[src/gpu_wb_params.svh]
`ifndef GPU_WB_PARAMS_SVH
`define GPU_WB_PARAMS_SVH

// Result shape
`define WB_VEC_SIZE     4
`define WB_DATA_WIDTH   32
`define WB_TAG_WIDTH    8
`define WB_ADDR_WIDTH   32

// Vector register file
`define WB_NUM_REGS     16

// Buffer sizes
`define WB_RESULT_DEPTH 8
`define WB_STORE_DEPTH  4

`endif

[src/gpu_wb_pkg.sv]
`include "gpu_wb_params.svh"

package gpu_wb_pkg;

    // All lanes of one result, lane 0 in the low bits
    typedef logic [`WB_VEC_SIZE-1:0][`WB_DATA_WIDTH-1:0] vec_data_t;

    typedef logic [`WB_TAG_WIDTH-1:0] tag_t;

    typedef logic [$clog2(`WB_NUM_REGS)-1:0] reg_idx_t;

    typedef logic [`WB_ADDR_WIDTH-1:0] addr_t;

    // One finished result as held in the result buffer
    typedef struct packed {
        vec_data_t data;
        tag_t      tag;
        reg_idx_t  dest;
        logic      is_vector;
        logic      write_mem;
        addr_t     addr;
    } wb_entry_t;

    // One pending memory write
    typedef struct packed {
        addr_t     addr;
        vec_data_t data;
    } store_entry_t;

endpackage

[src/vec_reg_file.sv]
`timescale 1ns/1ps

`include "gpu_wb_params.svh"

module vec_reg_file
    import gpu_wb_pkg::*;
(
    input  logic                    clk,
    input  logic                    rst_n,

    // Write port, one enable per lane
    input  logic                    i_we,
    input  reg_idx_t                i_waddr,
    input  logic [`WB_VEC_SIZE-1:0] i_lane_mask,
    input  vec_data_t               i_wdata,

    // Combinational read port
    input  reg_idx_t                i_raddr,
    output vec_data_t               o_rdata
);

    vec_data_t regs [`WB_NUM_REGS];

    always_ff @(posedge clk or negedge rst_n) begin
        if (!rst_n) begin
            for (int r = 0; r < `WB_NUM_REGS; r++) begin
                regs[r] <= '0;
            end
        end else if (i_we) begin
            // Masked lanes keep their old value
            for (int l = 0; l < `WB_VEC_SIZE; l++) begin
                if (i_lane_mask[l]) begin
                    regs[i_waddr][l] <= i_wdata[l];
                end
            end
        end
    end

    assign o_rdata = regs[i_raddr];

endmodule

[config.mk]
export PLATFORM = sky130hd
export DESIGN_NAME = vec_reg_file
export DESIGN_NICKNAME = d
export VERILOG_FILES = /design/src/gpu_wb_pkg.sv /design/src/vec_reg_file.sv
export VERILOG_INCLUDE_DIRS = /design/src
export SDC_FILE = /design/constraint.sdc
export NUM_CORES = 2
export LEC_CHECK = 0
export BUFFER_PORTS_ARGS = -buffer_cell sky130_fd_sc_hd__buf_2
export CAP_MARGIN = 20
export CELL_PAD_IN_SITES_DETAIL_PLACEMENT = 1
export CELL_PAD_IN_SITES_GLOBAL_PLACEMENT = 1
export CORE_UTILIZATION = 35
export DETAILED_ROUTE_END_ITERATION = 16
export PLACE_DENSITY = 0.69
export SLEW_MARGIN = 20
export SYNTH_ARGS = -nofsm -noshare
export SYNTH_HDL_FRONTEND = slang
export SYNTH_SLANG_ARGS = --single-unit
[constraint.sdc]
create_clock -name clk -period 1.6 [get_ports clk]
set_input_delay 0.08 -clock clk [delete_from_list [all_inputs] [get_ports clk]]
set_output_delay 0.08 -clock clk [all_outputs]
set_load 0.005 [all_outputs]
==> results_dict.tcl <==
set metrics [dict create \
    rows 187 \
    area_growth_pct 22.4 \
    ys_types 28 \
    antenna_found_initial 24 \
    postRouteWirelength_um 264000 \
    grt_usage_pct 20.2 \
    cts.reportedPaths.clkPinSlew_ns 0.06 \
    path_max_fanout 2 \
    p_leak_uw 0.0503 \
    io_pins 271 \
    crit_chain "mux4_2 > mux4_2 > buf_6" \
    synth.net_count 5649 \
    synthArstFlopShare_pct 100 \
    grt_pass1_vias 59743 \
    fin_nets 6342 \
    htreeDepth 4 \
    status "finished with violations" \
    ir_drop_uv 1030 \
    slew-limit-headroom_pct 45.9 \
    syn_avg_cell_area_um2 16.7 \
    vias_per_cell 5.31 \
    worstMarginPinSlew_ns 0.808 \
    cp.arrival_ns 2.48 \
    worstPathRequired_ns 1.52 \
    die_x_um 514 \
    report.final.slew_viol_count 0 \
    cp_top_family "multiplexers" \
    end_kind "primary output" \
    port_buffers 270 \
    gp_congestion 0.750 \
    drive_gt1_share_pct 62.1 \
    final.setup.worst_slack_ns -0.963 \
    start_util_pct 35.3 \
    synthFlopType "dfrtp_1" \
    drc 0 \
    cts_buffers 229 \
    clockBufferDepth 4 \
    final_cell_mix "dfrtp_1 (2048), mux2_2 (2006), mux4_2 (563), buf_4 (344), clkbuf_16 (231)" \
    maxCapViolations 0 \
    multi_input_area_um2 39200 \
    violations "negative setup slack" \
    layout_commonest_cell "dfrtp_1" \
    worst-r2r-cell-count 3 \
    crit_slowest_cell "mux4_2" \
    firstDrtPassIters 5 \
    cp-start-kind "flip-flop" \
    dieArea_um2 264000 \
    synth_edf_count 0 \
    ys_seq_area_share_pct 55.8 \
    drtAntennaViolNets 0 \
    finalSetupTns_ns -102.52 \
    regMostFlops "regs" \
    root_buffer "clkbuf_16" \
    die_y_um 514 \
    design_area_um2 112000 \
    syn_inst 5506 \
    yosysWarnings 0 \
    largestRegisters "regs (2048)" \
    cts_tree "done" \
    fmax_ghz 0.390 \
    power_uw 146000 \
    post-route-util_pct 43.2 \
    fillers 25223 \
    worst-path-buf-inv 1 \
    critPathKind "flip-flop to primary output" \
    critPathMaxStageDelay_ns 0.55 \
    ff_latch_area_um2 51200 \
    grt_first_pass_wirelength_um 405000 \
    gr-total-overflow 0 \
    final.min_clock_period_ns 2.56 \
    cp_common_cell "mux4_2" \
    hold_viol_final 0 \
    skew_ns 0 \
    clock-sinks 2048 \
    dpl.hpwl_um 162000 \
    synth_area_um2 91800 \
    synth-seq-cells 2048 \
    crit_cells 3 \
    grt_start_max_net_pins 116 \
    dp_slack_ns -0.966 \
    rsz0062_at_grt "true" \
    drt_iter0_markers 2845 \
    setup_violations 128 \
    min_path_type "primary input to asynchronous set/reset pin" \
    vias 52402 \
    powerDensity_nw_per_um2 1300 \
    largest_reg_flops 2048 \
    min_period_over_period_pct 160 \
    core_area_um2 260000 \
    wl_per_cell_um 26.7 \
    place_area_um2 102000 \
    worstSkewPairLatency_ns 0.87 \
]
-- worst min-delay path, delay by kind of cell --
kind                   cells  cell delay [ns]
buffers and inverters      3             1.15
-- power breakdown --
| group | total [uW] | internal (uW) | leakage (uW) | switching (uW) |
|---|---|---|---|---|
| registers | 67100 | 61900 | 0.0262 | 5230 |
| clock network | 54100 | 32300 | 0.00383 | 21800 |
| logic | 24900 | 15600 | 0.0203 | 9310 |
| total | 146000 | 110000 | 0.0503 | 36300 |
-- logic make-up (layout without fill, tap and decap cells) --
kind of cell | count (synthesis) | after routing | synth area share (%)
other | 0 | 3 | 0
buffers and inverters | 489 | 1357 | 2.55
muxes | 2701 | 2701 | 39.9
and+or+nand+nor | 127 | 127 | 0.697
AOI/OAI and AO/OA | 141 | 141 | 0.979
DFF | 2048 | 2048 | 55.8
-- final timing paths --
kind,start,end,slack [ns]
max in group asynchronous,rst_n,regs[967],0.31
worst min register to register,regs[1130],regs[1130],0.48
worst max register to register,regs[82],regs[82],0.58
worst max-delay path,regs[1454],o_rdata[46],-0.96
min in group clk,i_waddr[3],regs[190],0.07
worst min-delay path,rst_n,regs[790],0.06
-- final cells by class --
type / count / share of cell area, %
flip-flops and latches: 2048 / 45.6
multi-input cells: 2969 / 34.9
repair buffers: 950 / 8.64
clock buffers: 339 / 6.10
well taps: 3496 / 3.89
clock inverters: 67 / 0.795
inverters: 1 / 0.0100
diodes: 3 / 0.00668
-- synthesized netlist by cell type, drive strengths merged, types with 13 or more instances --
cell    instances  area [um^2]
buf           294         1600
dfrtp        2048        51200
mux2         2048        23100
clkbuf        194          729
nor2           24          130
o22ai          24          150
mux2i          90          901
mux4          563        12700
a211oi         29          218
nor2b          29          181
a21oi          53          265
o32ai          13          114
nand2          51          191
-- layer usage --
metal | GRT usage [%] | part of all wire, % | routed length [um]
met5 | 0 | 0.063 | 167
met4 | 5.15 | 2.4 | 6390
met3 | 2.95 | 3.5 | 9240
met2 | 34.4 | 51 | 133000
met1 | 27.1 | 43 | 115000
-- metrics by stage --
stage	cells	hold slack, ns
after global routing	9872	0.0509
after floorplan	5506	-0.216
final	9873	0.0607
after global placement	9264	0.0284
after detailed placement	9264	0.0291
after CTS	9844	0.0111
-- timing repair --
item,in CTS,in global routing
hold buffers,135,0
setup buffers,44,26
endpoints found under the setup margin,128,669
endpoints found under the hold margin,4096,0
pin swaps,42,15
gates resized for setup,170,60
(Power assumes the default switching activity.)
