`src/gpu_wb_params.svh`:
```
`ifndef GPU_WB_PARAMS_SVH
`define GPU_WB_PARAMS_SVH

// Result shape
`define WB_VEC_SIZE     4
`define WB_DATA_WIDTH   32
`define WB_TAG_WIDTH    8
`define WB_ADDR_WIDTH   32

// Vector register file
`define WB_NUM_REGS     16

// Buffer sizes
`define WB_RESULT_DEPTH 8
`define WB_STORE_DEPTH  4

`endif

```
`src/gpu_wb_pkg.sv`:
```
`include "gpu_wb_params.svh"

package gpu_wb_pkg;

    // All lanes of one result, lane 0 in the low bits
    typedef logic [`WB_VEC_SIZE-1:0][`WB_DATA_WIDTH-1:0] vec_data_t;

    typedef logic [`WB_TAG_WIDTH-1:0] tag_t;

    typedef logic [$clog2(`WB_NUM_REGS)-1:0] reg_idx_t;

    typedef logic [`WB_ADDR_WIDTH-1:0] addr_t;

    // One finished result as held in the result buffer
    typedef struct packed {
        vec_data_t data;
        tag_t      tag;
        reg_idx_t  dest;
        logic      is_vector;
        logic      write_mem;
        addr_t     addr;
    } wb_entry_t;

    // One pending memory write
    typedef struct packed {
        addr_t     addr;
        vec_data_t data;
    } store_entry_t;

endpackage

```
`src/reg_scoreboard.sv`:
```
`timescale 1ns/1ps

`include "gpu_wb_params.svh"

module reg_scoreboard
    import gpu_wb_pkg::*;
(
    input  logic     clk,
    input  logic     rst_n,

    // Issue side
    input  logic     i_issue_valid,
    input  reg_idx_t i_issue_dest,
    input  tag_t     i_issue_tag,

    // Check of the result at the buffer head
    input  reg_idx_t i_chk_dest,
    input  tag_t     i_chk_tag,
    output logic     o_stale,
    output logic     o_match,
    input  logic     i_clear,

    // Read port
    input  reg_idx_t i_rd_addr,
    output logic     o_rd_pending
);

    logic [`WB_NUM_REGS-1:0] pending;
    tag_t                    newest_tag [`WB_NUM_REGS];
    logic                    issue_hits_chk;

    // A fresh issue to the checked register keeps it pending
    assign issue_hits_chk = i_issue_valid && (i_issue_dest == i_chk_dest);

    always_ff @(posedge clk or negedge rst_n) begin
        if (!rst_n) begin
            pending <= '0;
            for (int i = 0; i < `WB_NUM_REGS; i++) begin
                newest_tag[i] <= '0;
            end
        end else begin
            if (i_clear && !issue_hits_chk) begin
                pending[i_chk_dest] <= 1'b0;
            end
            if (i_issue_valid) begin
                pending[i_issue_dest]    <= 1'b1;
                newest_tag[i_issue_dest] <= i_issue_tag;
            end
        end
    end

    // Stale means a newer write to the same register is in flight
    assign o_stale = pending[i_chk_dest] && (newest_tag[i_chk_dest] != i_chk_tag);
    assign o_match = pending[i_chk_dest] && (newest_tag[i_chk_dest] == i_chk_tag);

    assign o_rd_pending = pending[i_rd_addr];

endmodule

```
`config.mk`:
```
export PLATFORM = sky130hd
export DESIGN_NAME = reg_scoreboard
export DESIGN_NICKNAME = d
export VERILOG_FILES = /design/src/gpu_wb_pkg.sv /design/src/reg_scoreboard.sv
export VERILOG_INCLUDE_DIRS = /design/src
export SDC_FILE = /design/constraint.sdc
export NUM_CORES = 1
export LEC_CHECK = 0
export BUFFER_PORTS_ARGS = -buffer_cell sky130_fd_sc_hd__buf_2
export CAP_MARGIN = 20
export CORE_UTILIZATION = 68
export CTS_BUF_LIST = sky130_fd_sc_hd__clkbuf_4 sky130_fd_sc_hd__clkbuf_8
export CTS_CLUSTER_SIZE = 8
export DETAILED_ROUTE_END_ITERATION = 10
export HOLD_SLACK_MARGIN = 0.08
export PLACE_DENSITY = 0.84
export REMOVE_ABC_BUFFERS = 1
export SLEW_MARGIN = 10
export SYNTH_ARGS = -nofsm -noshare
export SYNTH_HDL_FRONTEND = slang
export SYNTH_SLANG_ARGS = --single-unit
export TNS_END_PERCENT = 1
```
`constraint.sdc`:
```
create_clock -name clk -period 2.4 [get_ports clk]
set_input_delay 0 -clock clk [delete_from_list [all_inputs] [get_ports clk]]
set_output_delay 0 -clock clk [all_outputs]
set_load 0.05 [all_outputs]
```
==> metrics.cfg <==
[outcome]
outcome = finished, violations left
violations = setup timing

[yosys]
synthTopCellsByArea = dfrtp_1, mux2_2, mux4_2
ys.flop_type = dfrtp_1
synth_edf_count = 0
ys_ff_latch = 144
yosysWarnings = 0
yosysMostFrequentCell = dfrtp_1
postSynthCellCount = 493
yosys-top-cells-count = dfrtp_1, mux2_2, mux2i_1, o21ai_0, mux4_2
avgSynthCellArea_um2 = 14.2
synthArstFlopShare_pct = 100
synthDistinctLibCells = 39
synth_top_area_share_pct = 51.4
syn_area_mm2 = 0.00701
yosys.area.top_type = dfrtp_1
yosysSeqAreaShare_pct = 51.4

[layout]
layout-drive-gt1-share_pct = 43.9
diodes = 0
syn_to_final_growth_pct = 14.2
fill_cells = 525
nNetsFinal = 593

[placed_design]
numPortBuffers = 34
post-place-ws_ps = 191
place.detailed.hpwl_um = 11300
place.gp.congestion = 0.907

[min_path]
hold_path.class = in2reg
min_from = i_chk_dest[0]

[critical_path]
crit_path_max_fanout = 2
cp.required_ps = 2400
cp_slowest_cell = mux4_2
path_cells = mux4_2, mux2i_2, xnor2_1, nor2_2, a2bb2o_4, a31oi_1, buf_4
startpoint = newest_tag[83]
start_kind = flip-flop
crit_path_end_kind = output port
cp.arrival_ps = 2450
slowest_delay_ps = 500
worstSetupPathType = reg2out
r2r-start = newest_tag[58]

[drt]
top_layer_used = met4
dr.pass1.iters = 5
vias = 4614
wl_met1_um = 6980
drc = 0
met3_length_um = 1010
drt_first_iter_violations = 368
finalWirelength_um = 16900
routedWlPerCell_um = 23.9
ant_nets = 0
dr_wl_met2_um = 8400
vias_per_cell = 6.53

[floorplan]
io_pins = 35
initial_utilization_pct = 71.0
die_x_um = 104
die_h_um = 104
die_area_mm2 = 0.0107
core_mm2 = 0.00986
num_rows = 36

[pwr]
powerDensity_mw_per_mm2 = 824
p_total_uw = 6590
leakage_uw = 0.00353
peakVddDrop_mv = 0.635

[timing]
hold_violations = 0
fmax_mhz = 408
worst_pin_slew_ps = 799
whs_ps = 212
min_period_ps = 2450
fin_crit_sh_pct = 102
rsz0062_at_grt = true
setup_viol = 2
finalWorstSetupSlack_ps = -53.5
maxSlewViolCount = 0
relSlewSlack_pct = 46.8
finClkSkew_ps = 0

[cts]
htree_levels = 4
cts_sinks = 144
clockBufferDepth = 2
post_cts_buffers = 0
clk_latency_ps = 460
cts_tree = built
clk_pin_slew_ps = 80
cts_root_buf = clkbuf_8
numCtsBuffers = 17

[grt]
grt_usage_pct = 34.3
grt_overflow_total = 0
grt_pass1_vias = 4896
grt_max_degree = 59
grt_pass1_wl_um = 26700
antenna_found_initial = 0

[run]
maxCapViolations = 0

[worst max-delay path, delay by kind of cell, from the launching register on]
kind                      cells  cell delay [ps]
AOI/OAI and AO/OA             2              390
xor gates and xnor gates      1              170
buffers and inverters         1              220
DFF                           1              400
muxes                         2              720
and+or+nand+nor               1               90
[worst paths after layout]
kind                       cells after the start  slack [ps]        endpoint
min reg2reg                                    1         510  newest_tag[76]
max in group asynchronous                      4         880      pending[4]
min in group asynchronous                      3         600      pending[1]
max                                            7         -50         o_stale
max reg2reg                                    1        1580  newest_tag[58]
min                                            4         210     pending[13]
[layout by cell type, fill, tap and decap left out, drive strengths merged, types with 2 or more instances in the layout]
| cell type | netlist | final |
|---|---|---|
| or3 | 6 | 6 |
| nand2 | 13 | 13 |
| mux4 | 29 | 29 |
| a21o | 3 | 3 |
| clkbuf | 16 | 20 |
| clkinv | 1 | 8 |
| xnor2 | 5 | 5 |
| nand3b | 2 | 2 |
| and3 | 2 | 2 |
| xor2 | 8 | 8 |
| buf | 12 | 58 |
| nand2b | 8 | 8 |
| a21oi | 2 | 2 |
| nand3 | 5 | 5 |
| inv | 1 | 2 |
| mux2i | 34 | 34 |
| and2 | 2 | 2 |
| o21ai | 26 | 26 |
| mux2 | 130 | 130 |
| nor2b | 4 | 4 |
| nor2 | 17 | 17 |
| a22oi | 10 | 10 |
| clkinvlp | 0 | 3 |
| dlygate4sd3 | 0 | 19 |
| a221oi | 2 | 2 |
| dfrtp | 144 | 144 |
[sequential cells by signal, indices dropped and copies added (netlist names)]
signal      flops
pending        16
newest_tag    128
[metrics by stage]
step	setup TNS (ps)	instances	utilization, %	cell area [um2]
final	-84.0	707	81.1	8000
after floorplan	0	465	-	6850
after CTS	-79.6	707	81.1	8000
after detailed placement	0	656	75.3	7430
after global routing	-246	707	81.1	8000
after global placement	0	656	75.3	7430
[area by class of cell]
class / instances / area [um2] / share of cell area (%)
clock buffers: 20 / 263 / 3.28
clock inverters: 12 / 111 / 1.39
inverters: 2 / 7.51 / 0.0938
multi-input cells: 319 / 3250 / 40.6
flip-flops and latches: 144 / 3600 / 45.0
well taps: 133 / 166 / 2.08
repair buffers: 77 / 606 / 7.57
[logic make-up (layout without fill, tap and decap cells)]
logic type	after synthesis	count (layout)	share of synthesized area, %
compound gates	50	50	4.52
xor+xnor	13	13	1.63
buf+inv	30	111	2.29
flops	144	144	51.4
mux	193	193	35.6
simple gates	63	63	4.59
[timing repair]
action	in CTS	in global routing
hold endpoints to repair	285	0
pin swaps	5	1
setup endpoints to repair	2	2
hold buffers	19	0
gates resized for setup	13	1
[routing by layer]
metal  global-route usage (%)  vias up
li1                         -     1972
met3                     8.18       49
met2                     54.9      197
met4                     16.4        0
met1                     44.7     2396
met5                        0        -
[where the power goes]
group	leakage (uW)	internal (uW)	switching, uW	total, uW
clock	0.000186	870	942	1810
combinational	0.00159	832	631	1460
sequential	0.00176	2990	330	3320
total	0.00353	4690	1900	6590
No activity file was read; power rests on OpenSTA's default activity.
