==> src/gpu_wb_params.svh <==
`ifndef GPU_WB_PARAMS_SVH
`define GPU_WB_PARAMS_SVH

// Result shape
`define WB_VEC_SIZE     4
`define WB_DATA_WIDTH   32
`define WB_TAG_WIDTH    8
`define WB_ADDR_WIDTH   32

// Vector register file
`define WB_NUM_REGS     16

// Buffer sizes
`define WB_RESULT_DEPTH 8
`define WB_STORE_DEPTH  4

`endif

==> src/gpu_wb_pkg.sv <==
`include "gpu_wb_params.svh"

package gpu_wb_pkg;

    // All lanes of one result, lane 0 in the low bits
    typedef logic [`WB_VEC_SIZE-1:0][`WB_DATA_WIDTH-1:0] vec_data_t;

    typedef logic [`WB_TAG_WIDTH-1:0] tag_t;

    typedef logic [$clog2(`WB_NUM_REGS)-1:0] reg_idx_t;

    typedef logic [`WB_ADDR_WIDTH-1:0] addr_t;

    // One finished result as held in the result buffer
    typedef struct packed {
        vec_data_t data;
        tag_t      tag;
        reg_idx_t  dest;
        logic      is_vector;
        logic      write_mem;
        addr_t     addr;
    } wb_entry_t;

    // One pending memory write
    typedef struct packed {
        addr_t     addr;
        vec_data_t data;
    } store_entry_t;

endpackage

==> src/wb_fifo.sv <==
`timescale 1ns/1ps

module wb_fifo
    import gpu_wb_pkg::*;
#(
    parameter int  DEPTH = 8,
    parameter type T     = wb_entry_t
) (
    input  logic                         clk,
    input  logic                         rst_n,
    input  logic                         i_push,
    input  T                             i_push_data,
    input  logic                         i_pop,
    output T                             o_head,
    output logic                         o_empty,
    output logic                         o_full,
    output logic [$clog2(DEPTH+1)-1:0]   o_count
);

    localparam int PTR_W = (DEPTH > 1) ? $clog2(DEPTH) : 1;
    localparam int CNT_W = $clog2(DEPTH + 1);

    T                 mem [DEPTH];
    logic [PTR_W-1:0] wr_ptr;
    logic [PTR_W-1:0] rd_ptr;
    logic [CNT_W-1:0] count;

    // Payload storage
    always_ff @(posedge clk) begin
        if (i_push) begin
            mem[wr_ptr] <= i_push_data;
        end
    end

    always_ff @(posedge clk or negedge rst_n) begin
        if (!rst_n) begin
            wr_ptr <= '0;
            rd_ptr <= '0;
            count  <= '0;
        end else begin
            if (i_push) begin
                wr_ptr <= (wr_ptr == PTR_W'(DEPTH - 1)) ? '0 : wr_ptr + 1'b1;
            end
            if (i_pop) begin
                rd_ptr <= (rd_ptr == PTR_W'(DEPTH - 1)) ? '0 : rd_ptr + 1'b1;
            end

            // Push and pop together leave the count unchanged
            case ({i_push, i_pop})
                2'b10:   count <= count + 1'b1;
                2'b01:   count <= count - 1'b1;
                default: count <= count;
            endcase
        end
    end

    assign o_head  = mem[rd_ptr];
    assign o_empty = (count == '0);
    assign o_full  = (count == CNT_W'(DEPTH));
    assign o_count = count;

endmodule

==> config.mk <==
export PLATFORM = sky130hd
export DESIGN_NAME = wb_fifo
export DESIGN_NICKNAME = d
export VERILOG_FILES = /design/src/gpu_wb_pkg.sv /design/src/wb_fifo.sv
export VERILOG_INCLUDE_DIRS = /design/src
export SDC_FILE = /design/constraint.sdc
export NUM_CORES = 1
export LEC_CHECK = 0
export ABC_AREA = 0
export BUFFER_PORTS_ARGS = -buffer_cell sky130_fd_sc_hd__buf_2
export CAP_MARGIN = 20
export CORE_UTILIZATION = 50
export DETAILED_ROUTE_END_ITERATION = 16
export GPL_ROUTABILITY_DRIVEN = 0
export PLACE_DENSITY = 0.68
export RECOVER_POWER = 100
export SETUP_SLACK_MARGIN = 0.05
export SKIP_LAST_GASP = 1
export SLEW_MARGIN = 20
export SYNTH_ARGS = -nofsm -noshare
export SYNTH_HDL_FRONTEND = slang
export SYNTH_SLANG_ARGS = --single-unit
==> constraint.sdc <==
create_clock -name clk -period 17.76 [get_ports clk]
set_clock_uncertainty 0.1 [all_clocks]
set_input_delay 5.328 -clock clk [delete_from_list [all_inputs] [get_ports clk]]
set_output_delay 5.328 -clock clk [all_outputs]
set_load 0.05 [all_outputs]
==> results of run 1 <==
stage by stage:
stage | power, uW | worst slack [ns]
after floorplan | 7620 | 4.27
after global placement | 8410 | 8.36
after detailed placement | 8480 | 8.29
after CTS | 11400 | 7.49
after global routing | 11700 | 3.92
final | 11200 | 4.59
cell type report:
| class | instances | area share |
|---|---|---|
| sequential | 1402 | 0.699 |
| tap | 1380 | 0.0287 |
| clock buffer | 177 | 0.0630 |
| timing repair buffer | 398 | 0.0268 |
| antenna | 7 | 0.000291 |
| multi-input combinational | 567 | 0.169 |
| inverter | 1 | 0.0000624 |
| clock inverter | 71 | 0.0133 |
Yosys cell counts:
| cell type | instances | area [um^2] |
|---|---|---|
| a21oi_1 | 2 | 10.0 |
| a31oi_1 | 1 | 6.26 |
| buf_1 | 14 | 52.6 |
| buf_2 | 11 | 55.1 |
| buf_6 | 33 | 372 |
| clkbuf_1 | 39 | 146 |
| dfrtp_1 | 10 | 250 |
| edfxtp_1 | 1392 | 41800 |
| ha_1 | 7 | 87.6 |
| inv_1 | 1 | 3.75 |
| mux2_2 | 181 | 2040 |
| mux4_2 | 348 | 7840 |
| nand2_1 | 2 | 7.51 |
| nand2b_1 | 3 | 18.8 |
| nor2_1 | 9 | 33.8 |
| nor2b_1 | 3 | 18.8 |
| nor3_1 | 2 | 10.0 |
| nor4_1 | 1 | 6.26 |
| nor4b_1 | 1 | 8.76 |
| o32ai_1 | 1 | 8.76 |
| or3_1 | 1 | 6.26 |
| xnor2_1 | 1 | 8.76 |
| xor2_1 | 4 | 35.0 |
cell families (layout without fill, tap and decap cells):
kind of cell,after synthesis,count (layout),share of synthesized area
DFF,1402,1402,0.796
muxes,529,529,0.187
buffers and inverters,98,647,0.0119
and+or+nand+nor,22,22,0.00208
adders and majority gates,7,7,0.00166
xor gates and xnor gates,5,5,0.000829
AOI/OAI and AO/OA,4,4,0.000474
other,0,7,0
routing by layer:
| metal | GRT usage | part of all wire | vias up |
|---|---|---|---|
| met3 | 0.0543 | 0.070 | 177 |
| met1 | 0.256 | 0.40 | 12400 |
| li1 | - | - | 9849 |
| met5 | 0 | 0.0022 | - |
| met2 | 0.335 | 0.51 | 669 |
| met4 | 0.0598 | 0.019 | 34 |
flip-flops by register name, summed over array words and instances (netlist names):
signal   flops
rd_ptr       3
wr_ptr       3
o_count      4
mem       1392
power by group through the flow:
| stage | Combinational [uW] | Clock, uW | Sequential (uW) |
|---|---|---|---|
| 2_1_floorplan | 3190 | 0 | 4430 |
| 3_3_place_gp | 4040 | 0 | 4380 |
| 3_5_place_dp | 4070 | 0 | 4420 |
| 4_1_cts | 4080 | 2990 | 4350 |
| 5_1_grt | 4140 | 3110 | 4410 |
| 6_report | 3930 | 2930 | 4360 |
layout by cell type, fill, tap and decap left out, drive strengths merged, types with 9 or more instances in the layout:
master and n:
bufinv 14, inv 9, mux2 181, edfxtp 1392
mux4 348, buf 17, clkbuf 558, dfrtp 10
clkinv 46, nor2 9
worst max path at each step:
| stage | from | endpoint | slack, ns | cells past startpoint |
|---|---|---|---|---|
| 2_1_floorplan | i_push | mem[1][0] | 4.27 | 2 |
| 3_3_place_gp | rd_ptr[0] | o_head[105] | 8.36 | 5 |
| 3_5_place_dp | rd_ptr[0] | o_head[105] | 8.29 | 5 |
| 4_1_cts | rd_ptr[0] | o_head[105] | 7.49 | 5 |
| 5_1_grt | i_push | mem[5][125] | 3.92 | 6 |
| 6_report | i_push | mem[5][129] | 4.59 | 6 |
==> impl_metrics.py, run 1 <==
metrics = {
    "run_status": {
        "status": "finished, violations left",
        "violations": "max-capacitance violations, max-slew violations",
    },
    "global_route": {
        "grt_start_max_net_pins": 159,
        "grt_pass1_vias": 24800,
        "track_usage": 0.200,
        "grt_pass1_wl_um": 157000,
        "antenna_found_initial": 23,
        "grt-ovfl-total": 0,
    },
    "clock_network": {
        "cts_hold_buffers": 0,
        "clkTransAtPathRegs_ns": 0.06,
        "clock_path_buffers": 3,
        "numCtsBuffers": 142,
        "cts_resized": 0,
        "clock-root-buffer": "clkbuf_16",
        "clock_sinks": 1402,
        "htree_num_levels": 4,
        "clk_latency_ns": 0.74,
        "post-cts-setup-buffers": 0,
        "cts_tree": "built",
    },
    "worst_hold_path": {
        "worstHoldStart": "o_count[3]",
        "worstHoldPathType": "reg2reg",
        "hold_end": "o_count[3]",
        "worstHoldPathCells": 1,
    },
    "cells_and_area": {
        "seq_area_um2": 42100,
        "instances_no_fill": 4003,
        "n_fill_cell": 7501,
        "syn2layout_area_growth_pct": 14.0,
        "postLayoutCoreUtil": 0.578,
        "final_area_um2": 60200,
        "multi_input_area_um2": 10200,
        "num-nets-final": 2697,
        "drive_above_1_share": 0.287,
    },
    "critical_path": {
        "r2r_cells": 5,
        "end_kind": "flip-flop",
        "arrival_ns": 13.34,
        "crit_fanout": 44,
        "r2r-start": "wr_ptr[1]",
        "start_kind": "primary input",
        "path_class": "in2reg",
        "worst-r2r-setup-slack_ns": 9.01,
        "critPathMostFrequentCell": "clkbuf_1",
        "path_buf_inv": 4,
        "slowest_stage": "clkbuf_1",
        "timing.rr.end": "mem[5][129]",
        "cp_cell_sequence": "clkbuf_1, nand2b_1, nor2_4, clkbuf_1, clkbuf_1, clkbuf_1",
        "crit_required_ns": 17.93,
        "crit_family": "buffers and inverters",
        "slowest_delay_ns": 2.57,
    },
    "floorplan": {
        "fp-row-count": 118,
        "core_area_um2": 104000,
        "die_w_um": 327,
        "initial_core_util": 0.507,
        "io_pins": 358,
        "dieArea_um2": 107000,
        "dieHeight_um": 327,
    },
    "pwr": {
        "leakagePower_uw": 0.0186,
        "switching_share": 0.357,
        "powerDensity_nw_per_um2": 186,
        "p_int_uw": 7220,
        "pwr-share-clk": 0.261,
        "pwr-share-seq": 0.389,
        "power_frac_comb": 0.350,
        "power_switching_uw": 4010,
        "ir_drop_uv": 167,
    },
    "synthesis": {
        "yosys_warnings": 0,
        "seq_area_frac_synth": 0.796,
        "ys_types": 23,
        "ys_ff_latch": 1402,
        "syn_area_um2": 52800,
        "syn-num-nets": 2252,
        "syn_avg_cell_area_um2": 25.6,
        "syn_inst": 2067,
    },
    "routing": {
        "wl_um": 105000,
        "first_pass_iters": 5,
        "dr.first_iter.drc_count": 1875,
        "post-route-drc-count": 0,
        "vias": 23100,
        "ant_nets": 0,
        "wl_per_cell_um": 26.3,
        "vias_per_cell": 5.78,
    },
    "sta": {
        "finalCriticalPeriod_ns": 13.17,
        "finalHoldViolations": 0,
        "maxClockFrequency_ghz": 0.0759,
        "rsz0062_at_grt": "false",
        "setup_viol": 0,
        "drv_slew": 1355,
        "holdWs_ns": 0.414,
        "tns_ns": 0,
        "slew_headroom": -1.65,
        "worst_pin_slew_ns": 3.97,
        "finalCritPeriodShare": 0.742,
    },
    "placed_design": {
        "dpl-instance-area_um2": 56100,
        "placed_cells": 3747,
        "io_buffers": 357,
        "hpwl_um": 55800,
    },
    "flow_run": {
        "maxCapViolations": 30,
    },
}
No activity file was read; power rests on OpenSTA's default activity.
==> run 2, diff against run 1 <==
PLACE_DENSITY = 0.71   (was 0.68)
clock period = 11.65 ns   (was 17.76 ns; I/O delays follow)
==> run 2 against run 1 <==
  * The flow still finishes with violations (max-capacitance violations, max-slew violations)
  * Combinational power increased by 53%
  * Largest cell class unchanged
  * Via count decreased by 0.21%
  * Setup slack got worse by 1.8 ns
  * Critical path depth decreased by 1
==> impl_metrics.py, run 2 (same netlist as run 1, synthesis figures left out) <==
metrics = {
    "run_status": {
        "status": "finished, violations left",
        "violations": "max-capacitance violations, max-slew violations",
    },
    "critical_path": {
        "timing.rr.end": "mem[0][119]",
        "r2r_cells": 4,
        "path_class": "in2reg",
        "arrival_ns": 8.99,
        "crit_fanout": 104,
        "end_kind": "flip-flop",
        "worst-r2r-setup-slack_ns": 5.41,
        "start_kind": "primary input",
        "crit_required_ns": 11.79,
        "r2r-start": "wr_ptr[1]",
    },
    "cells_and_area": {
        "largest_reg_flops": 1392,
        "num-nets-final": 2694,
        "final_common_cell": "edfxtp_1",
        "regMostFlops": "mem",
        "drive_above_1_share": 0.287,
        "syn2layout_area_growth_pct": 13.8,
        "instances_no_fill": 4003,
        "layout_common_cells": "edfxtp_1 (1,392), clkbuf_1 (409), mux4_2 (348), mux2_2 (180), clkbuf_16 (143)",
    },
    "clock_network": {
        "cts_resized": 0,
        "clk_latency_ns": 0.73,
        "numCtsBuffers": 139,
        "clock_sinks": 1402,
        "cts_tree": "built",
        "cts_hold_buffers": 0,
        "clock_path_buffers": 3,
        "htree_num_levels": 4,
        "clkTransAtPathRegs_ns": 0.06,
        "clock-root-buffer": "clkbuf_16",
        "post-cts-setup-buffers": 0,
    },
    "global_route": {
        "grt_start_max_net_pins": 154,
        "grt_pass1_wl_um": 157000,
        "track_usage": 0.200,
        "antenna_found_initial": 17,
        "grt_pass1_vias": 25000,
        "grt-ovfl-total": 0,
    },
    "routing": {
        "wl_um": 106000,
        "ant_nets": 0,
        "wl_per_cell_um": 26.4,
        "vias_per_cell": 5.77,
        "post-route-drc-count": 0,
        "dr.first_iter.drc_count": 1826,
        "vias": 23100,
        "first_pass_iters": 6,
    },
    "floorplan": {
        "dieHeight_um": 327,
        "initial_core_util": 0.507,
        "fp-row-count": 118,
        "die_w_um": 327,
        "dieArea_um2": 107000,
        "io_pins": 358,
        "core_area_um2": 104000,
    },
    "sta": {
        "drv_slew": 1180,
        "worst_pin_slew_ns": 4.06,
        "maxClockFrequency_ghz": 0.113,
        "finalHoldViolations": 0,
        "setup_viol": 0,
        "rsz0062_at_grt": "false",
        "finalCriticalPeriod_ns": 8.85,
        "finalCritPeriodShare": 0.760,
        "slew_headroom": -1.71,
    },
    "pwr": {
        "fin_total_pwr_uw": 17000,
        "leakagePower_uw": 0.0186,
        "ir_drop_uv": 297,
        "powerDensity_nw_per_um2": 283,
    },
    "placed_design": {
        "placed_cells": 3747,
        "io_buffers": 357,
        "hpwl_um": 57500,
    },
    "flow_run": {
        "maxCapViolations": 26,
    },
    "worst_hold_path": {
        "worstHoldPathCells": 1,
        "hold_end": "o_count[3]",
        "worstHoldPathType": "reg2reg",
        "worstHoldStart": "o_count[3]",
    },
}
[run 2: cell count changes in the layout (fill, tap and decap cells not counted), sizes merged]
| cell | previous run | this run |
|---|---|---|
| clkbuf | 558 | 554 |
| buf | 17 | 24 |
| bufinv | 14 | 11 |
| clkinv | 46 | 45 |
| clkinvlp | 3 | 4 |
[run 2: stage by stage]
stage	setup slack, ns	hold slack, ns	cell area (um^2)	TNS [ns]	utilization
2_1_floorplan	-0.00719	0.421	52800	-3.19	-
3_3_place_gp	4.80	0.388	56200	0	0.540
3_5_place_dp	4.74	0.406	56200	0	0.540
4_1_cts	3.91	0.417	60600	0	0.583
5_1_grt	2.40	0.447	60100	0	0.577
6_report	2.80	0.422	60100	0	0.577
[run 2: layout make-up]
type	count	area (um^2)
tap	1380	1730
antenna	7	17.5
fill	7485	44000
inverter	1	3.75
clock buffer	180	3720
clock inverter	68	743
multi-input combinational	567	10200
sequential	1402	42100
timing repair buffer	398	1660
[run 2: where the power goes]
| part | switching (uW) | internal [uW] |
|---|---|---|
| Combinational | 4020 | 2000 |
| Clock | 1820 | 2520 |
| Sequential | 249 | 6390 |
| Total | 6090 | 10900 |
[run 2: worst max path at each step]
stage | startpoint | endpoint | slack, ns | depth (start not counted)
final | i_push | mem[2][93] | 2.80 | 5
after global routing | i_push | mem[2][104] | 2.40 | 5
after CTS | rd_ptr[0] | o_head[19] | 3.91 | 5
after detailed placement | rd_ptr[0] | o_head[140] | 4.74 | 5
after global placement | rd_ptr[0] | o_head[14] | 4.80 | 5
after floorplan | i_push | mem[1][0] | -0.007 | 2
[run 2: routing by layer]
metal	part of all wire	track usage	routed length [um]
met1	0.38	0.247	40300
met2	0.53	0.345	55600
met3	0.068	0.0517	7200
met4	0.022	0.0638	2340
met5	0.0015	0	162
[run 2: worst max-delay path, cell delays in order]
cell and delay [ns]:
clkbuf_1 0.25, nand2_1 0.21, nor3_1 0.18, clkbuf_1 1.88, clkbuf_2 2.83
