[src/gpu_wb_params.svh]
`ifndef GPU_WB_PARAMS_SVH
`define GPU_WB_PARAMS_SVH

// Result shape
`define WB_VEC_SIZE     4
`define WB_DATA_WIDTH   32
`define WB_TAG_WIDTH    8
`define WB_ADDR_WIDTH   32

// Vector register file
`define WB_NUM_REGS     16

// Buffer sizes
`define WB_RESULT_DEPTH 8
`define WB_STORE_DEPTH  4

`endif

[src/gpu_wb_pkg.sv]
`include "gpu_wb_params.svh"

package gpu_wb_pkg;

    // All lanes of one result, lane 0 in the low bits
    typedef logic [`WB_VEC_SIZE-1:0][`WB_DATA_WIDTH-1:0] vec_data_t;

    typedef logic [`WB_TAG_WIDTH-1:0] tag_t;

    typedef logic [$clog2(`WB_NUM_REGS)-1:0] reg_idx_t;

    typedef logic [`WB_ADDR_WIDTH-1:0] addr_t;

    // One finished result as held in the result buffer
    typedef struct packed {
        vec_data_t data;
        tag_t      tag;
        reg_idx_t  dest;
        logic      is_vector;
        logic      write_mem;
        addr_t     addr;
    } wb_entry_t;

    // One pending memory write
    typedef struct packed {
        addr_t     addr;
        vec_data_t data;
    } store_entry_t;

endpackage

[src/wb_ctrl.sv]
`timescale 1ns/1ps

`include "gpu_wb_params.svh"

module wb_ctrl
    import gpu_wb_pkg::*;
(
    input  logic                    clk,
    input  logic                    rst_n,

    // Result buffer head
    input  wb_entry_t               i_head,
    input  logic                    i_buf_empty,
    output logic                    o_buf_pop,

    // Scoreboard
    input  logic                    i_stale,
    input  logic                    i_match,
    output logic                    o_sb_clear,

    // Register file write port
    output logic                    o_rf_we,
    output reg_idx_t                o_rf_addr,
    output logic [`WB_VEC_SIZE-1:0] o_rf_mask,
    output vec_data_t               o_rf_data,

    // Store queue
    input  logic                    i_sq_full,
    output logic                    o_sq_push,
    output store_entry_t            o_sq_entry,

    // Status
    input  logic                    i_result_valid,
    input  logic                    i_buf_full,
    output logic                    o_buffer_overflow,
    output logic [7:0]              o_stale_count
);

    logic retire;
    logic reg_retire;
    logic drop;

    // A store head waits while the store queue has no room
    assign retire     = !i_buf_empty && (!i_head.write_mem || !i_sq_full);
    assign reg_retire = retire && !i_head.write_mem;
    assign drop       = reg_retire && i_stale;

    assign o_buf_pop = retire;

    // Store path
    assign o_sq_push       = retire && i_head.write_mem;
    assign o_sq_entry.addr = i_head.addr;
    assign o_sq_entry.data = i_head.data;

    // Register path, scalar results touch lane 0 only
    assign o_rf_we   = reg_retire && !i_stale;
    assign o_rf_addr = i_head.dest;
    assign o_rf_mask = i_head.is_vector ? '1 : `WB_VEC_SIZE'(1);
    assign o_rf_data = i_head.data;

    // Only the newest write for a register releases its pending bit
    assign o_sb_clear = reg_retire && i_match;

    always_ff @(posedge clk or negedge rst_n) begin
        if (!rst_n) begin
            o_buffer_overflow <= 1'b0;
            o_stale_count     <= '0;
        end else begin
            // Sticky until reset
            if (i_result_valid && i_buf_full) begin
                o_buffer_overflow <= 1'b1;
            end
            if (drop) begin
                o_stale_count <= o_stale_count + 8'd1;
            end
        end
    end

endmodule

[config.mk]
export PLATFORM = sky130hd
export DESIGN_NAME = wb_ctrl
export DESIGN_NICKNAME = d
export VERILOG_FILES = /design/src/gpu_wb_pkg.sv /design/src/wb_ctrl.sv
export VERILOG_INCLUDE_DIRS = /design/src
export SDC_FILE = /design/constraint.sdc
export NUM_CORES = 1
export LEC_CHECK = 0
export BUFFER_PORTS_ARGS = -buffer_cell sky130_fd_sc_hd__buf_2
export CORE_AREA = 2 2 193 195
export DETAILED_ROUTE_END_ITERATION = 8
export DIE_AREA = 0 0 195 197
export SLEW_MARGIN = 40
export SYNTH_ARGS = -nofsm -noshare
export SYNTH_HDL_FRONTEND = slang
export SYNTH_SLANG_ARGS = --single-unit
export TNS_END_PERCENT = 30
[constraint.sdc]
create_clock -name clk -period 1.7 [get_ports clk]
set_input_delay 0.34 -clock clk [delete_from_list [all_inputs] [get_ports clk]]
set_output_delay 0.34 -clock clk [all_outputs]
set_load 0.01 [all_outputs]
==> results of run 1 <==
==> worst paths after layout <==
| kind | start | endpoint | slack, ns |
|---|---|---|---|
| hold / removal | i_result_valid | o_buffer_overflow$_DFFE_PN0P_ | 0.31 |
| min in group asynchronous | rst_n | o_stale_count[3]$_DFFE_PN0P_ | 0.51 |
| setup / recovery | i_head[32] | o_sq_push | 0.43 |
| hold reg to reg | o_buffer_overflow$_DFFE_PN0P_ | o_buffer_overflow$_DFFE_PN0P_ | 0.45 |
| setup reg to reg | o_stale_count[0]$_DFFE_PN0P_ | o_stale_count[6]$_DFFE_PN0P_ | 0.59 |
| max in group asynchronous | rst_n | o_stale_count[7]$_DFFE_PN0P_ | 1.01 |
==> synthesized netlist by cell type, drive strengths merged <==
library cell    n  area, um2
conb            1      3.750
buf           296       2222
and2            1      6.260
a21o            1      7.510
nor3b           2      26.28
dfrtp           9      225.2
nor3            3      25.02
nand2           2      7.510
inv             1      3.750
a21oi           1      5.000
nand4           3      18.77
nand4bb         1      27.53
mux2            1      11.26
xnor2           4      35.03
ha              1      12.51
xor2            3      26.28
nand3           1      5.000
nor2            1      3.750
==> power by group <==
group	total [W]	internal (W)	switching, W
logic	0.000218	0.000103	0.000115
clock network	0.000408	0.000313	0.0000955
registers	0.000348	0.000269	0.0000790
==> layer usage <==
layer,up-vias,track usage,share of wire
met3,98,0.05544,0.35
li1,177,-,-
met5,-,0,0
met1,237,0.009323,0.10
met2,250,0.05278,0.44
met4,0,0.04722,0.11
==> cell usage in the layout (no fill, tap or decap), drive strengths merged <==
| cell | n |
|---|---|
| mux2 | 1 |
| nand2 | 2 |
| and2 | 1 |
| ha | 1 |
| buf | 21 |
| nor3b | 2 |
| dfrtp | 9 |
| nor3 | 3 |
| nor2 | 1 |
| nand4bb | 1 |
| inv | 1 |
| a21o | 1 |
| xor2 | 3 |
| conb | 1 |
| clkbuf | 4 |
| xnor2 | 4 |
| dlygate4sd3 | 1 |
| a21oi | 1 |
| nand3 | 1 |
| nand4 | 3 |
==> sequential cells by signal, indices dropped and copies added, names as in the netlist <==
name / cells
o_stale_count: 8
o_buffer_overflow: 1
==> layout make-up <==
type | instances | share of cell area
Inverter | 1 | 0.003052
Multi-Input combinational cell | 26 | 0.1801
Sequential cell | 9 | 0.1831
Clock buffer | 4 | 0.06409
Timing Repair Buffer | 22 | 0.09359
Tap cell | 468 | 0.4761
==> through the flow <==
| stage | cells | utilization | hold slack (ns) | power, W |
|---|---|---|---|---|
| after global routing | 530 | 0.03392 | 0.3224 | 0.001039 |
| after floorplan | 332 | - | 0.04441 | 0.001164 |
| after global placement | 525 | 0.03147 | 0.2019 | 0.0005696 |
| final | 530 | 0.03392 | 0.3123 | 0.0009735 |
| after detailed placement | 525 | 0.03147 | 0.2032 | 0.0005735 |
| after CTS | 530 | 0.03392 | 0.3109 | 0.0009947 |
==> kinds of logic after synthesis <==
family,Yosys count
AO/OA/AOI/OAI,2
XOR/XNOR,7
adder cells (fa/ha/maj),1
buffers and inverters,297
flip-flops,9
multiplexers,1
other,1
AND/OR/NAND/NOR,14
==> results.json, run 1 <==
{
  "status": "completed",
  "ff_latch_area_um2": 225.2,
  "syn-cell-area_um2": 2673,
  "routed-via-count": 762,
  "grt_pass1_vias": 932,
  "cpMostUsedCell": "buf_2",
  "finalHoldViolCount": 0,
  "cap_viol_max_count": 0,
  "fin_ws_ns": 0.4269,
  "cp_max_fo": 6,
  "drc": 0,
  "htreeDepth": 1,
  "p_per_area_nw_per_um2": 791.5,
  "vias_per_cell": 1.438,
  "cpMaxStageDelayCell": "a21oi_1",
  "yosysUniqueCellTypes": 20,
  "track_usage": 0.03580,
  "period_needed_ns": 1.273,
  "crit_buf_inv": 2,
  "cp_data_arrival_time_ns": 0.93,
  "wire_per_inst_um": 14.22,
  "leakage_nw": 0.3210,
  "place_ws_ns": 0.4063,
  "path_depth": 4,
  "fmax_mhz": 785.5,
  "clkSinkCount": 9,
  "initial_utilization": 0.07371,
  "rsz0062_at_grt": "false",
  "rows": 70,
  "multi_input_area_um2": 221.5,
  "fin_crit_sh": 0.7489,
  "ant_nets": 0,
  "synth-seq-cells": 9,
  "start_kind": "primary input",
  "root_buffer": "clkbuf_16",
  "die_h_um": 197,
  "drtPass1Iterations": 3,
  "gp_congestion": 0.6301,
  "area_growth_pct": -53.98,
  "slowest_delay_ns": 0.18,
  "synthMuxAreaShare": 0.004213,
  "ys_seq_area_frac": 0.08427,
  "fillers": 4341,
  "synth_compound_area_frac": 0.004682,
  "synth_nets": 515,
  "min_path_type": "in -> reg",
  "criticalPathCategory": "in -> out",
  "cp_cell_sequence": "buf_2 > a21oi_1 > and2_1 > buf_2",
  "min_path_cells": 2,
  "grt_overflow": 0,
  "cts_tree": "built",
  "grt_max_degree": 10,
  "fin_area_um2": 1230,
  "port_buffers": 21,
  "placedInstanceArea_um2": 1141,
  "clockBufferDepth": 2,
  "synth_top_family_by_area": "buffers and inverters",
  "antenna_found_initial": 0,
  "worst_r2r_path_depth": 4,
  "synth-warning-count": 0,
  "endpoint_kind": "output pin",
  "setup_tns_ns": 0,
  "finalClockSkew_ns": 0.0001998,
  "final-setup-viol-count": 0,
  "ir_drop_v": 0.0003040,
  "ctsHoldBuffers": 1,
  "die_area_um2": 38420,
  "crit_family": "buffers and inverters",
  "synth_area_per_cell_um2": 8.050,
  "synth-simple-area-share": 0.04494,
  "antenna_cells": 0,
  "post_cts_resized": 0,
  "grt_pass1_wl_um": 8935,
  "pin_count": 491,
  "synth_xor_area_frac": 0.02294,
  "drtIter0Drc": 36,
  "core_area_um2": 36260,
  "crit_required_ns": 1.36,
  "die_w_um": 195,
  "cts_setup_buffers": 0,
  "drive_gt1_frac": 0.4677,
  "clk_latency_ns": 0.23,
  "clk_pin_slew_worst_paths_ns": 0.04,
  "synthAdderAreaFrac": 0.004682,
  "wl_um": 7535,
  "drv_slew": 0,
  "numCtsBuffers": 3,
  "syn-instance-count": 332,
  "nets": 246
}
Note: power is estimated with default switching activity, not from simulation.
==> inputs of run 2 (changes only) <==
Settings changed: ABC_AREA from default to 1, CORE_AREA 2 2 193 195 to 2 2 188 190, DIE_AREA 0 0 195 197 to 0 0 190 192.
Clock period 1.7 ns to 1.3 ns, I/O delays scaled along.
==> results.json, run 2 <==
{
  "die_h_um": 192,
  "dp_hpwl_um": 6930,
  "drtPass1Iterations": 3,
  "grt_pass1_vias": 993,
  "cts_setup_buffers": 0,
  "antenna_found_initial": 0,
  "r2r-start": "o_stale_count[3]$_DFFE_PN0P_",
  "synth_nets": 546,
  "endpoint_kind": "output pin",
  "whs_endpoint": "o_buffer_overflow$_DFFE_PN0P_",
  "period_needed_ns": 1.175,
  "area_growth_pct": -52.10,
  "largest_register_ffs": 8,
  "synth_top_area_share": 0.8025,
  "min_from": "i_buf_full",
  "cts_tree": "built",
  "core_area_um2": 34290,
  "min_path_type": "in -> reg",
  "wire_per_inst_um": 14.66,
  "drc": 0,
  "clk_latency_ns": 0.24,
  "slowest_delay_ns": 0.49,
  "final-setup-viol-count": 0,
  "final_common_cell": "nand2_1",
  "netlist_top_cells_count": "296 x buf_4, 24 x nand2_1, 9 x dfrtp_1",
  "grt_pass1_wl_um": 9646,
  "cp_cell_sequence": "buf_2",
  "clkSinkCount": 9,
  "cp_data_arrival_time_ns": 0.92,
  "fin_util": 0.03868,
  "ant_nets": 0,
  "finalClockSkew_ns": 0.002944,
  "synth_area_leaders": "buf_4 80%, dfrtp_1 8.1%, nand2_1 3.3%",
  "wl_um": 8062,
  "crit_required_ns": 1.04,
  "synth_area_per_cell_um2": 7.628,
  "start_kind": "flop",
  "yosysUniqueCellTypes": 22,
  "grt_overflow": 0,
  "drv_slew": 0,
  "post_cts_resized": 0,
  "cap_viol_max_count": 0,
  "track_usage": 0.04033,
  "antenna_cells": 0,
  "ys.flop_type": "dfrtp_1",
  "status": "completed",
  "crit_buf_inv": 1,
  "ctsHoldBuffers": 1,
  "leakage_nw": 0.4244,
  "fin_ws_ns": 0.1249,
  "root_buffer": "clkbuf_16",
  "async_reset_ff_frac": 1.000,
  "fin_crit_sh": 0.9039,
  "die_w_um": 190,
  "nets": 279,
  "syn-cell-area_um2": 2769,
  "htreeDepth": 1,
  "clk_pin_slew_worst_paths_ns": 0.04,
  "port_buffers": 21,
  "finalHoldViolCount": 0,
  "synth_edf_count": 0,
  "pin_count": 491,
  "setup_tns_ns": 0,
  "ir_drop_v": 0.0004269,
  "final_cell_mix": "24 x nand2_1, 21 x buf_2, 9 x dfrtp_1",
  "routed-via-count": 906,
  "p_per_area_nw_per_um2": 1002,
  "reg2reg_slack_ns": 0.22,
  "drive_gt1_frac": 0.3895,
  "cpMaxStageDelayCell": "dfrtp_1",
  "ys_seq_area_frac": 0.08134,
  "criticalPathCategory": "reg -> out",
  "r2r_end": "o_stale_count[7]$_DFFE_PN0P_",
  "synth-warning-count": 0,
  "top_register": "o_stale_count",
  "cp_max_fo": 7,
  "synth_most_common_cell": "buf_4",
  "min_path_cells": 2,
  "rsz0062_at_grt": "false",
  "place_ws_ns": 0.09657,
  "rows": 68,
  "netlist.top_cell.by_area": "buf_4",
  "crit_family": "flip-flops",
  "grt_max_degree": 11,
  "clockBufferDepth": 2,
  "numCtsBuffers": 3,
  "vias_per_cell": 1.647,
  "synth-seq-cells": 9,
  "die_area_um2": 36480,
  "holdWs_ns": 0.2374,
  "gp_congestion": 0.5941,
  "initial_utilization": 0.08075,
  "largest_registers": "o_stale_count: 8 flops, o_buffer_overflow: 1 flops",
  "drtIter0Drc": 52,
  "syn-instance-count": 363,
  "fmax_mhz": 851.0,
  "worst_r2r_path_depth": 7
}
## run 2: cell count changes in the layout (fill, tap and decap cells not counted), sizes merged, moves of 3 or more
cell | previous run | this run
nand3 | 1 | 6
nor2 | 1 | 6
inv | 1 | 8
nand4 | 3 | 0
nand2 | 2 | 25
## run 2: how the worst max path moves through the flow
stage | startpoint | to | slack, ns | depth (start not counted)
floorplan | o_stale_count[0]$_DFFE_PN0P_ | o_stale_count[6]$_DFFE_PN0P_ | 0.13 | 6
global placement | i_sq_full | o_sq_push | 0.09 | 3
detailed placement | i_sq_full | o_sq_push | 0.1 | 3
CTS | i_sq_full | o_sq_push | 0.1 | 3
global route | o_stale_count[3]$_DFFE_PN0P_ | o_stale_count[7]$_DFFE_PN0P_ | 0.04 | 7
finish | o_stale_count[2]$_DFFE_PN0P_ | o_stale_count[2] | 0.12 | 1
## run 2: cell families after synthesis
kind of cell,Yosys count,share of synthesized area
XOR/XNOR,4,0.01265
flip-flops,9,0.08134
buffers and inverters,305,0.8147
AO/OA/AOI/OAI,4,0.01039
other,1,0.001354
AND/OR/NAND/NOR,39,0.07501
adder cells (fa/ha/maj),1,0.004518
## run 2: cell type report
cell class | count | area (um2)
Clock buffer | 3 | 75.07
Clock inverter | 1 | 5.005
Fill cell | 4069 | 32960
Inverter | 9 | 33.78
Multi-Input combinational cell | 49 | 287.8
Sequential cell | 9 | 225.2
Tap cell | 455 | 569.3
Timing Repair Buffer | 24 | 130.1
## run 2: metrics by stage
step	total power (W)	cell area, um2	cells
after floorplan	0.001541	2769	363
after global placement	0.0007645	1236	545
after detailed placement	0.0007791	1236	545
after CTS	0.001367	1326	550
after global routing	0.001440	1326	550
final	0.001329	1326	550
## run 2: layer usage
layer / global-route usage / wire [um]
met5: 0 / 0
met3: 0.05701 / 2608
met1: 0.01910 / 1179
met4: 0.05546 / 1093
met2: 0.05166 / 3181
## run 2: where the power goes
group / internal, W / switching (W)
clock: 0.000407 / 0.000153
sequential: 0.000334 / 0.0000640
combinational: 0.000171 / 0.000200
==> inputs of run 3 (changes only) <==
Settings changed: CORE_AREA 2 2 188 190 to 5 5 186 188, DIE_AREA 0 0 190 192 to 0 0 191 193.
==> results.json, run 3 (synthesis gave the netlist of run 2 again) <==
{
  "largest_register_ffs": 8,
  "start_kind": "flop",
  "die_w_um": 191,
  "slowest_delay_ns": 0.46,
  "status": "completed",
  "swShare": 0.3463,
  "cpMaxStageDelayCell": "dfrtp_2",
  "nets": 279,
  "final_cell_mix": "24 x nand2_1, 21 x buf_2, 8 x dfrtp_1",
  "period_needed_ns": 1.210,
  "pin_count": 491,
  "gr-usage-met3": 0.04411,
  "ff_latch_area_um2": 226.5,
  "grt_pass1_wl_um": 8700,
  "seqPwrFrac": 0.287,
  "drc": 0,
  "grt_overflow": 0,
  "area_growth_pct": -52.42,
  "wire_per_inst_um": 13.31,
  "track_usage": 0.03588,
  "vias_per_cell": 1.669,
  "finalClockSkew_ns": 0.01053,
  "antenna_cells": 0,
  "drv_slew": 0,
  "fillers": 3910,
  "cp_data_arrival_time_ns": 0.95,
  "largest_registers": "o_stale_count: 8 flops, o_buffer_overflow: 1 flops",
  "p_per_area_nw_per_um2": 1068,
  "endpoint_kind": "output pin",
  "holdWs_ns": 0.2115,
  "grt_max_degree": 11,
  "ant_nets": 0,
  "fin_crit_sh": 0.9306,
  "cp_cell_sequence": "buf_2",
  "gp_congestion": 0.6274,
  "clkPwrFrac": 0.434,
  "antenna_found_initial": 0,
  "placedInstanceArea_um2": 1227,
  "clkSinkCount": 9,
  "wl_um": 7228,
  "top_register": "o_stale_count",
  "fmax_mhz": 826.6,
  "grt_use_met2": 0.03847,
  "core_area_um2": 32950,
  "die_area_um2": 36860,
  "port_buffers": 21,
  "clk_pin_slew_worst_paths_ns": 0.06,
  "dp_hpwl_um": 6012,
  "crit_family": "flip-flops",
  "combPwrFrac": 0.279,
  "initial_utilization": 0.08405,
  "grt_pass1_vias": 991,
  "htreeDepth": 1,
  "root_buffer": "clkbuf_16",
  "rows": 67,
  "setup_tns_ns": 0,
  "rsz0062_at_grt": "false",
  "multi_input_area_um2": 287.8,
  "p_int_w": 0.0009201,
  "criticalPathCategory": "reg -> out",
  "leakage_nw": 0.4204,
  "drive_gt1_frac": 0.3895,
  "cts_tree": "built",
  "top_usage_layer": "met4",
  "min_path_type": "in -> reg",
  "finalHoldViolCount": 0,
  "cp_max_fo": 7,
  "drtPass1Iterations": 2,
  "drtIter0Drc": 41,
  "crit_buf_inv": 1,
  "switchingPower_w": 0.0004875,
  "ir_drop_v": 0.0003772,
  "final-setup-viol-count": 0,
  "die_h_um": 193,
  "final_common_cell": "nand2_1",
  "fin_area_um2": 1318,
  "routed-via-count": 906,
  "crit_required_ns": 1.04,
  "numCtsBuffers": 3,
  "clockBufferDepth": 2,
  "cap_viol_max_count": 0,
  "grtUsageMet1": 0.02416,
  "cts_setup_buffers": 0,
  "clk_latency_ns": 0.25
}
## run 3: layout make-up
| class | instances | area share |
|---|---|---|
| repair buffers | 24 | 0.09877 |
| inverters | 9 | 0.02564 |
| clock buffers | 4 | 0.05983 |
| multi-input cells | 49 | 0.2184 |
| well taps | 448 | 0.4255 |
| flip-flops and latches | 9 | 0.1719 |
## run 3: repair_timing
| action | 4_1_cts | 5_1_grt |
|---|---|---|
| hold buffers | 1 | 0 |
| setup endpoints to repair | 1 | 0 |
| gates resized for setup | 1 | 0 |
| endpoints found under the hold margin | 9 | 0 |
## run 3: metal layers
layer | part of all wire | vias up
li1 | - | 262
met1 | 0.22 | 281
met2 | 0.33 | 230
met3 | 0.28 | 133
met4 | 0.17 | 0
met5 | 0 | -
## run 3: metrics by stage
step | cells | util | worst slack, ns | total power (W)
finish | 543 | 0.03999 | 0.09027 | 0.001408
detailed placement | 538 | 0.03726 | 0.1955 | 0.0008041
global route | 543 | 0.03999 | 0.03186 | 0.001534
global placement | 538 | 0.03726 | 0.2166 | 0.0007937
CTS | 543 | 0.03999 | 0.06457 | 0.001470
floorplan | 363 | - | 0.1340 | 0.001541
## run 3: path summary, 6_finish.rpt
path / startpoint / to / slack [ns] / cells after the start
worst max-delay path: o_stale_count[2]$_DFFE_PN0P_ / o_stale_count[2] / 0.09 / 1
worst min-delay path: i_buf_full / o_buffer_overflow$_DFFE_PN0P_ / 0.21 / 2
worst max register to register: o_stale_count[0]$_DFFE_PN0P_ / o_stale_count[6]$_DFFE_PN0P_ / 0.22 / 6
worst min register to register: o_buffer_overflow$_DFFE_PN0P_ / o_buffer_overflow$_DFFE_PN0P_ / 0.45 / 1
max in group asynchronous: rst_n / o_stale_count[2]$_DFFE_PN0P_ / 0.61 / 2
min in group asynchronous: rst_n / o_buffer_overflow$_DFFE_PN0P_ / 0.42 / 2
## run 3: power by group through the flow
stage	logic, W	registers, W	clock network, W
floorplan	0.00109	0.000449	0
global placement	0.000390	0.000403	0
detailed placement	0.000397	0.000407	0
CTS	0.000401	0.000406	0.000663
global route	0.000438	0.000416	0.000680
finish	0.000392	0.000404	0.000611
